$ cat config.mk
export PLATFORM = sky130hd
export DESIGN_NAME = pet_bus_top
export DESIGN_NICKNAME = d
export VERILOG_FILES = /design/src/logic/pet_bus_pkg.sv /design/src/logic/pet_bus_top.sv /design/src/logic/bus_drive.sv /design/src/logic/address_decoder.sv /design/src/logic/bus_timing.sv
export SDC_FILE = /design/constraint.sdc
export NUM_CORES = 1
export LEC_CHECK = 0
export BUFFER_PORTS_ARGS = -buffer_cell sky130_fd_sc_hd__buf_4
export CORE_MARGIN = 2
export CORE_UTILIZATION = 50
export DETAILED_ROUTE_END_ITERATION = 8
export PLACE_DENSITY = 0.86
export SYNTH_ARGS = -nofsm -noshare
export SYNTH_HDL_FRONTEND = slang
export SYNTH_SLANG_ARGS = --single-unit
$ cat constraint.sdc
create_clock -name sys_clock_i -period 2 [get_ports sys_clock_i]
set_input_delay 0.4 -clock sys_clock_i [delete_from_list [all_inputs] [get_ports sys_clock_i]]
set_output_delay 0.4 -clock sys_clock_i [all_outputs]
set_load 0.01 [all_outputs]
$ cat src/logic/pet_bus_pkg.sv
// Assumes a 64 MHz system clock, 64 states per 1 MHz CPU cycle and the PET 4032/8032 memory map
`default_nettype none

package pet_bus_pkg;

    // Bus widths
    localparam int CPU_ADDR_WIDTH = 16;
    localparam int DATA_WIDTH     = 8;

    // Cycle timing, counted in system clocks within one CPU cycle
    localparam int CYCLE_STATES = 64;
    localparam int STATE_WIDTH  = $clog2(CYCLE_STATES);
    localparam int BE_START     = 16;   // CPU owns the bus from here to the last state
    localparam int PHI2_START   = 32;   // CPU clock rises
    localparam int STROBE_STATE = 62;   // Data valid, one clock wide

    // Memory map
    localparam logic [7:0] IO_PAGE   = 8'hE8;  // $E800-$E8FF
    localparam logic [3:0] VRAM_PAGE = 4'h8;   // $8000-$8FFF

    localparam logic [CPU_ADDR_WIDTH-1:0] ROM_BASE     = 16'h9000;
    localparam logic [CPU_ADDR_WIDTH-1:0] EXP_REG_ADDR = 16'hFFF0;

    // Expansion control register at $FFF0
    localparam int EXP_ENABLE_BIT  = 7;
    localparam int EXP_BANK_HI_BIT = 3;  // Bank for $C000-$FFFF
    localparam int EXP_BANK_LO_BIT = 2;  // Bank for $8000-$BFFF
    localparam int EXP_WP_HI_BIT   = 1;
    localparam int EXP_WP_LO_BIT   = 0;

    // Position within the CPU cycle, one bit per bus event
    typedef struct packed {
        logic be;      // CPU drives the bus
        logic phi2;    // CPU clock
        logic strobe;  // Write data sample point
    } bus_phase_t;

    // I/O page layout: one select line per device, low nibble picks the register
    typedef struct packed {
        logic [7:0] page;
        logic       crtc;  // $E880
        logic       via;   // $E840
        logic       pia2;  // $E820
        logic       pia1;  // $E810
        logic [3:0] rs;
    } io_addr_t;

    // Same CPU address, seen flat or as I/O fields
    typedef union packed {
        logic [CPU_ADDR_WIDTH-1:0] flat;
        io_addr_t                  io;
    } cpu_addr_u;

    // One decoded bus access, carried from decoder to drive stage
    typedef struct packed {
        logic       ram_en;
        logic       io_en;
        logic       pia1_en;
        logic       pia2_en;
        logic       via_en;
        logic       crtc_en;
        logic       is_vram;
        logic       is_readonly;
        logic       we;
        logic       a10;    // After video RAM wrap
        logic       a11;
        logic       a15;    // After expansion banking
        logic       a16;
        bus_phase_t phase;
    } decode_t;

endpackage

`default_nettype wire
$ cat src/logic/pet_bus_top.sv
// Strobes lag the CPU address by two clocks; cpu_be_o and cpu_clock_o come straight from timing
`default_nettype none

module pet_bus_top (
    input  wire logic                                   sys_clock_i,
    input  wire logic                                   rst_ni,
    input  wire logic [pet_bus_pkg::CPU_ADDR_WIDTH-1:0] cpu_addr_i,
    input  wire logic                                   cpu_we_i,
    input  wire logic [pet_bus_pkg::DATA_WIDTH-1:0]     cpu_data_i,
    input  wire logic [1:0]                             vram_mask_i,
    output logic                                        cpu_be_o,
    output logic                                        cpu_clock_o,
    output logic                                        ram_oe_o,
    output logic                                        ram_we_o,
    output logic                                        io_oe_o,
    output logic                                        pia1_cs_o,
    output logic                                        pia2_cs_o,
    output logic                                        via_cs_o,
    output logic                                        crtc_cs_o,
    output logic                                        ram_addr_a10_o,
    output logic                                        ram_addr_a11_o,
    output logic                                        ram_addr_a15_o,
    output logic                                        ram_addr_a16_o
);

    pet_bus_pkg::bus_phase_t phase;
    pet_bus_pkg::decode_t    decode;

    // CPU sees the phase with no extra delay
    assign cpu_be_o    = phase.be;
    assign cpu_clock_o = phase.phi2;

    bus_timing u_timing (
        .sys_clock_i (sys_clock_i),
        .rst_ni      (rst_ni),
        .phase_o     (phase)
    );

    address_decoder u_decoder (
        .sys_clock_i (sys_clock_i),
        .rst_ni      (rst_ni),
        .phase_i     (phase),
        .cpu_addr_i  (cpu_addr_i),   // Flat vector into the address union
        .cpu_we_i    (cpu_we_i),
        .cpu_data_i  (cpu_data_i),
        .vram_mask_i (vram_mask_i),
        .decode_o    (decode)
    );

    bus_drive u_drive (
        .sys_clock_i    (sys_clock_i),
        .rst_ni         (rst_ni),
        .decode_i       (decode),
        .ram_oe_o       (ram_oe_o),
        .ram_we_o       (ram_we_o),
        .io_oe_o        (io_oe_o),
        .pia1_cs_o      (pia1_cs_o),
        .pia2_cs_o      (pia2_cs_o),
        .via_cs_o       (via_cs_o),
        .crtc_cs_o      (crtc_cs_o),
        .ram_addr_a10_o (ram_addr_a10_o),
        .ram_addr_a11_o (ram_addr_a11_o),
        .ram_addr_a15_o (ram_addr_a15_o),
        .ram_addr_a16_o (ram_addr_a16_o)
    );

endmodule

`default_nettype wire

$ cat src/logic/bus_drive.sv
// Outputs are registered one clock after the decode; all strobes are qualified by the decoded be
`default_nettype none

module bus_drive (
    input  wire logic                   sys_clock_i,
    input  wire logic                   rst_ni,
    input  wire pet_bus_pkg::decode_t   decode_i,
    output logic                        ram_oe_o,
    output logic                        ram_we_o,
    output logic                        io_oe_o,
    output logic                        pia1_cs_o,
    output logic                        pia2_cs_o,
    output logic                        via_cs_o,
    output logic                        crtc_cs_o,
    output logic                        ram_addr_a10_o,
    output logic                        ram_addr_a11_o,
    output logic                        ram_addr_a15_o,
    output logic                        ram_addr_a16_o
);

    logic be;
    logic rd_en;
    logic wr_en;

    assign be    = decode_i.phase.be;
    assign rd_en = be && !decode_i.we;
    assign wr_en = be && decode_i.we && decode_i.phase.phi2;  // Write only in the PHI2 half

    always_ff @(posedge sys_clock_i or negedge rst_ni) begin
        if (!rst_ni) begin
            ram_oe_o       <= 1'b0;
            ram_we_o       <= 1'b0;
            io_oe_o        <= 1'b0;
            pia1_cs_o      <= 1'b0;
            pia2_cs_o      <= 1'b0;
            via_cs_o       <= 1'b0;
            crtc_cs_o      <= 1'b0;
            ram_addr_a10_o <= 1'b0;
            ram_addr_a11_o <= 1'b0;
            ram_addr_a15_o <= 1'b0;
            ram_addr_a16_o <= 1'b0;
        end else begin
            // RAM strobes
            ram_oe_o <= rd_en && decode_i.ram_en;
            ram_we_o <= wr_en && decode_i.ram_en && !decode_i.is_readonly;

            // I/O and chip selects
            io_oe_o   <= be && decode_i.io_en;
            pia1_cs_o <= be && decode_i.pia1_en;
            pia2_cs_o <= be && decode_i.pia2_en;
            via_cs_o  <= be && decode_i.via_en;
            crtc_cs_o <= be && decode_i.crtc_en;

            // Address lines, already masked and banked
            ram_addr_a10_o <= decode_i.a10;
            ram_addr_a11_o <= decode_i.a11;
            ram_addr_a15_o <= decode_i.a15;
            ram_addr_a16_o <= decode_i.a16;
        end
    end

endmodule

`default_nettype wire

$ cat src/logic/address_decoder.sv
// Decode is one clock behind its inputs; a $FFF0 write applies to decodes sampled after the strobe
`default_nettype none

module address_decoder (
    input  wire logic                                   sys_clock_i,
    input  wire logic                                   rst_ni,
    input  wire pet_bus_pkg::bus_phase_t                phase_i,
    input  wire pet_bus_pkg::cpu_addr_u                 cpu_addr_i,
    input  wire logic                                   cpu_we_i,
    input  wire logic [pet_bus_pkg::DATA_WIDTH-1:0]     cpu_data_i,
    input  wire logic [1:0]                             vram_mask_i,
    output pet_bus_pkg::decode_t                        decode_o
);

    logic [pet_bus_pkg::DATA_WIDTH-1:0] exp_q;  // Expansion control register

    logic is_io;
    logic is_exp_reg;
    logic exp_on;
    logic remap;
    logic exp_wr;

    pet_bus_pkg::decode_t decode_d;

    assign is_io      = (cpu_addr_i.io.page == pet_bus_pkg::IO_PAGE);
    assign is_exp_reg = (cpu_addr_i.flat == pet_bus_pkg::EXP_REG_ADDR);
    assign exp_on     = exp_q[pet_bus_pkg::EXP_ENABLE_BIT];

    // Upper 32 KB goes to the second 64 KB, I/O page stays put
    assign remap = exp_on && cpu_addr_i.flat[15] && !is_io;

    // CPU write lands on the data strobe
    assign exp_wr = phase_i.strobe && cpu_we_i && is_exp_reg;

    always_ff @(posedge sys_clock_i or negedge rst_ni) begin
        if (!rst_ni) begin
            exp_q <= '0;
        end else if (exp_wr) begin
            exp_q <= cpu_data_i;
        end
    end

    always_comb begin
        decode_d = '0;

        // I/O page, each device on its own select line
        decode_d.io_en   = is_io;
        decode_d.pia1_en = is_io && cpu_addr_i.io.pia1;
        decode_d.pia2_en = is_io && cpu_addr_i.io.pia2;
        decode_d.via_en  = is_io && cpu_addr_i.io.via;
        decode_d.crtc_en = is_io && cpu_addr_i.io.crtc;

        // RAM answers everywhere else
        decode_d.ram_en = !is_io && !is_exp_reg;

        // Video RAM only exists in the unexpanded map
        decode_d.is_vram = !exp_on &&
                           (cpu_addr_i.flat[15:12] == pet_bus_pkg::VRAM_PAGE);

        // Wrap video memory by masking A10/A11
        decode_d.a10 = cpu_addr_i.flat[10] && (!decode_d.is_vram || vram_mask_i[0]);
        decode_d.a11 = cpu_addr_i.flat[11] && (!decode_d.is_vram || vram_mask_i[1]);

        if (remap) begin
            decode_d.a16 = 1'b1;
            if (cpu_addr_i.flat[14]) begin  // $C000-$FFFF
                decode_d.a15         = exp_q[pet_bus_pkg::EXP_BANK_HI_BIT];
                decode_d.is_readonly = exp_q[pet_bus_pkg::EXP_WP_HI_BIT];
            end else begin                  // $8000-$BFFF
                decode_d.a15         = exp_q[pet_bus_pkg::EXP_BANK_LO_BIT];
                decode_d.is_readonly = exp_q[pet_bus_pkg::EXP_WP_LO_BIT];
            end
        end else begin
            decode_d.a16         = 1'b0;
            decode_d.a15         = cpu_addr_i.flat[15];
            decode_d.is_readonly = !is_io && (cpu_addr_i.flat >= pet_bus_pkg::ROM_BASE);
        end

        decode_d.we    = cpu_we_i;
        decode_d.phase = phase_i;  // Travels with its address
    end

    always_ff @(posedge sys_clock_i or negedge rst_ni) begin
        if (!rst_ni) begin
            decode_o <= '0;
        end else begin
            decode_o <= decode_d;
        end
    end

endmodule

`default_nettype wire

$ cat src/logic/bus_timing.sv
// Free-running from reset; CYCLE_STATES need not be a power of two, phase bits are registered
`default_nettype none

module bus_timing (
    input  wire logic              sys_clock_i,
    input  wire logic              rst_ni,
    output pet_bus_pkg::bus_phase_t phase_o
);

    localparam int SW = pet_bus_pkg::STATE_WIDTH;

    localparam logic [SW-1:0] LAST_STATE   = SW'(pet_bus_pkg::CYCLE_STATES - 1);
    localparam logic [SW-1:0] BE_STATE     = SW'(pet_bus_pkg::BE_START);
    localparam logic [SW-1:0] PHI2_STATE   = SW'(pet_bus_pkg::PHI2_START);
    localparam logic [SW-1:0] STROBE_STATE = SW'(pet_bus_pkg::STROBE_STATE);

    logic [SW-1:0] state_q;
    logic [SW-1:0] state_d;

    pet_bus_pkg::bus_phase_t phase_d;

    // Next state, wrapping at the end of the CPU cycle
    always_comb begin
        if (state_q == LAST_STATE) begin
            state_d = '0;
        end else begin
            state_d = state_q + 1'b1;
        end
    end

    // Decode from the next state so the registered phase lines up with state_q
    always_comb begin
        phase_d.be     = (state_d >= BE_STATE);
        phase_d.phi2   = (state_d >= PHI2_STATE);
        phase_d.strobe = (state_d == STROBE_STATE);
    end

    always_ff @(posedge sys_clock_i or negedge rst_ni) begin
        if (!rst_ni) begin
            state_q <= '0;
            phase_o <= '0;   // State 0 has all phase bits low
        end else begin
            state_q <= state_d;
            phase_o <= phase_d;  // Glitch-free outputs
        end
    end

endmodule

`default_nettype wire

==> impl_summary.md <==
Outcome
The flow ran to the end, and the final reports show no timing, DRC or antenna violations.

Timing
The worst pin sits at a relative slew slack of 0.695. The post-layout worst setup margin is around 220 ps. The total count of max-transition violations in the final report was 0.

At the pin with the least slew margin, the transition time is about 460 ps. The final count of negative-setup-slack endpoints is 0. Setup repair after global routing left no endpoint under its margin.

The share of the clock period used by the worst path is 0.888. The final count of hold timing violations came to 0. The setup clock skew after layout is around 4.3 ps. For this run, the top clock speed supported by timing is ~560 MHz.

The routed design could run at a clock period as short as between 1500 and 2000 ps. In the final timing run, aggregate negative setup slack is 0 ps.

Worst setup path
The startpoint kind of the worst setup timing path is a primary input. The critical path launch point is cpu_addr_i[1]. STA classifies the critical path endpoint as a flip-flop. The worst flop-to-flop path startpoint is u_timing.state_q[0].

The depth of the worst register-to-register path is 5. In this run the worst path has a maximum fanout of 5. The critical path is of the primary input to flip-flop type. STA puts the critical path data arrival time at 2000 ps. The required time of the worst setup path is around 2200 ps.

Logic synthesis
The dominant cell type by area after synthesis is sky130_fd_sc_hd__dfrtp_1. The number of enable flip-flop cells after synthesis is 0. Synthesis inferred 39 register bits. In this run the mean area of a mapped cell was around 14 sq um.

The synthesized net count is 137. For this run, the register share of the synthesized area comes to 0.674. The cell area that synthesis handed to floorplanning was 1450 sq um. For this run, the number of Yosys warnings is 0.

Synthesis instantiated 31 different standard cells from the library. Synthesis handed over a netlist of about 110 instances. After synthesis, the cell types taking the most area are sky130_fd_sc_hd__dfrtp_1 67%, sky130_fd_sc_hd__mux2_4 5.2%, sky130_fd_sc_hd__and2_1 3.9%.

The share of synthesized area in the top cell type comes to 0.674. The most used flip-flop cell after synthesis is sky130_fd_sc_hd__dfrtp_1. The async set-or-reset flop fraction in the synthesized netlist is 1.00.

Cells and area
The repair_antennas step left the layout with diodes totalling 0. Leaving out fill and tap cells, the most frequent cell in the layout is sky130_fd_sc_hd__buf_4. In the layout the commonest cells are 41 x sky130_fd_sc_hd__buf_4, 39 x sky130_fd_sc_hd__dfrtp_1, 9 x sky130_fd_sc_hd__and2_1, 6 x sky130_fd_sc_hd__nand2_1. In the final layout, the share of cells above drive strength 1 is 0.368. For this run, the post-layout net count is ~180.

The cell area after layout is 1840 sq um. The layout overhead on the synthesized area is 26.8%. Measured on the finished design, the core utilization comes to 0.666.

Placement
The final HPWL from detailed placement is roughly 2000 microns. The number of I/O port buffers is 38. The weighted congestion at the end of routability-driven global placement is 0.731.

The standard cell area after detailed placement is approximately 1800 sq um. Before CTS, the worst setup slack after placement is -102 ps.

Floorplan
The floorplan die height is between 50 and 60 microns. The floorplan step set the die width to 57.8 microns. The effective utilization at floorplan is 0.525.

The count of pins on the block boundary is 42. The floorplan has 19 rows. The die area is ~3300 sq um. In this run the standard cell core region covers approximately 2800 sq um.

Route
The number of detailed-routing iterations run before antenna repair is 4. The wire length on met1 is about 1000 microns. The routed length on met3 is roughly 200 microns. The detailed-route DRC error count is 0. Detailed routing placed a total of between 1000 and 1500 microns of wire on met2. The detailed router placed just under 1,000 vias in this run. The remaining number of nets flagged by the antenna check after routing is 0. The routed wire length per instance is 14.3 microns. The number of DRC markers in iteration 0 is 25.

Using the TritonRoute via totals, the vias-per-cell ratio works out to roughly 5.4. After detailed routing, the total wire length is about 2600 microns. Routed signal wires occupy layers up through met4.

GRT
After global routing the overflow that remains totals 0. The global router's overall resource usage is 0.180. The largest net degree at the start of global routing is 40. The via count of the first global-routing pass is just under 1,000. The number of antenna violations at the first check in global routing was 0.

The first global-routing pass estimated between 4000 and 5000 microns of wire.

CTS
The total clock buffers created by CTS is 5. The CTS tree is done. In this run, post-CTS repair resized a total of 0 instances. The tree is rooted in a sky130_fd_sc_hd__clkbuf_4. The register clock-pin slew on the reported worst setup and hold paths is 100 ps. No sink is reached through more buffers than the 2 on the longest clock path. The maximum level of the CTS H-tree is 2. The clock insertion delay at the later pin of the skew report is approximately 330 ps.

The total setup buffers inserted after CTS is 0. The total number of clock tree sinks is 39. The number of hold buffers added after CTS was 0.

Worst hold path
The worst hold path belongs to the class primary input to asynchronous set/reset pin.

Pwr
The cell area power density is between 600 and 700 nW/um^2. VDD sags by at most 597 uV. The leakage power figure is between 0.8 and 0.9 nW.

Run
The reported max-cap violation count is 0.
[Yosys cell counts (all sizes together), types with 3 or more instances]
cell type	count
inv	5
nand4	3
nand3	3
mux2	5
nor2	3
nand2	6
o21a	3
o31ai	4
and2	9
dfrtp	39
[per-stage QoR]
step	instances	hold WS, ps	power, mW
3_3_place_gp	176	334	0.901
6_report	183	9.49	1.27
5_1_grt	183	35.3	1.33
3_5_place_dp	176	336	0.904
2_1_floorplan	106	104	0.832
4_1_cts	183	13.1	1.29
[power by group]
group	total [mW]	internal (mW)	switching, mW
sequential	0.804	0.800	0.00394
combinational	0.0828	0.0454	0.0374
clock	0.387	0.163	0.224
total	1.27	1.01	0.265
[flip-flops by register name (all words and copies together) (netlist names)]
register	flops
u_decoder.decode_o	14
u_timing.state_q	6
u_drive.ram_addr_a10_o	1
u_drive.io_oe_o	1
u_drive.ram_addr_a11_o	1
u_drive.ram_oe_o	1
u_drive.via_cs_o	1
u_timing.phase_o	3
u_drive.pia1_cs_o	1
u_drive.ram_we_o	1
u_drive.crtc_cs_o	1
u_drive.ram_addr_a15_o	1
u_drive.ram_addr_a16_o	1
u_drive.pia2_cs_o	1
u_decoder.exp_q	5
[layout make-up]
cell class / instances / area [sq um]
clock buffers: 6 / 51.3
inverters: 5 / 18.8
repair buffers: 41 / 308
multi-input cells: 60 / 439
clock inverters: 1 / 5.00
well taps: 31 / 38.8
flip-flops and latches: 39 / 976
fillers: 195 / 921
[worst max-delay path: stages]
cell and delay (ps):
sky130_fd_sc_hd__buf_4 110, sky130_fd_sc_hd__or4_4 520, sky130_fd_sc_hd__nor4_2 300, sky130_fd_sc_hd__and3_1 210
sky130_fd_sc_hd__buf_4 160, sky130_fd_sc_hd__mux2_4 300
[layer usage]
metal / global-route usage / vias up
li1: - / 461
met1: 0.209 / 478
met2: 0.300 / 40
met3: 0.0647 / 6
met4: 0.0797 / 0
met5: 0 / -
[path summary, 6_finish.rpt]
check,slack [ps],to
setup / recovery,220,u_decoder.exp_q[3]
hold / removal,9,u_drive.ram_addr_a10_o
setup reg to reg,390,u_timing.phase_o[2]
hold reg to reg,360,u_drive.ram_addr_a10_o
max in group asynchronous,1670,u_drive.pia2_cs_o
min in group sys_clock_i,180,u_decoder.decode_o[7]
[cell families after synthesis]
family	Yosys count	share of synthesized area
flops	39	0.674
simple gates	35	0.144
compound gates	14	0.0648
buf+inv	7	0.0233
mux	6	0.0587
xor+xnor	3	0.0181
fa+ha+maj	2	0.0173
Power figures use the tool's default switching activity.
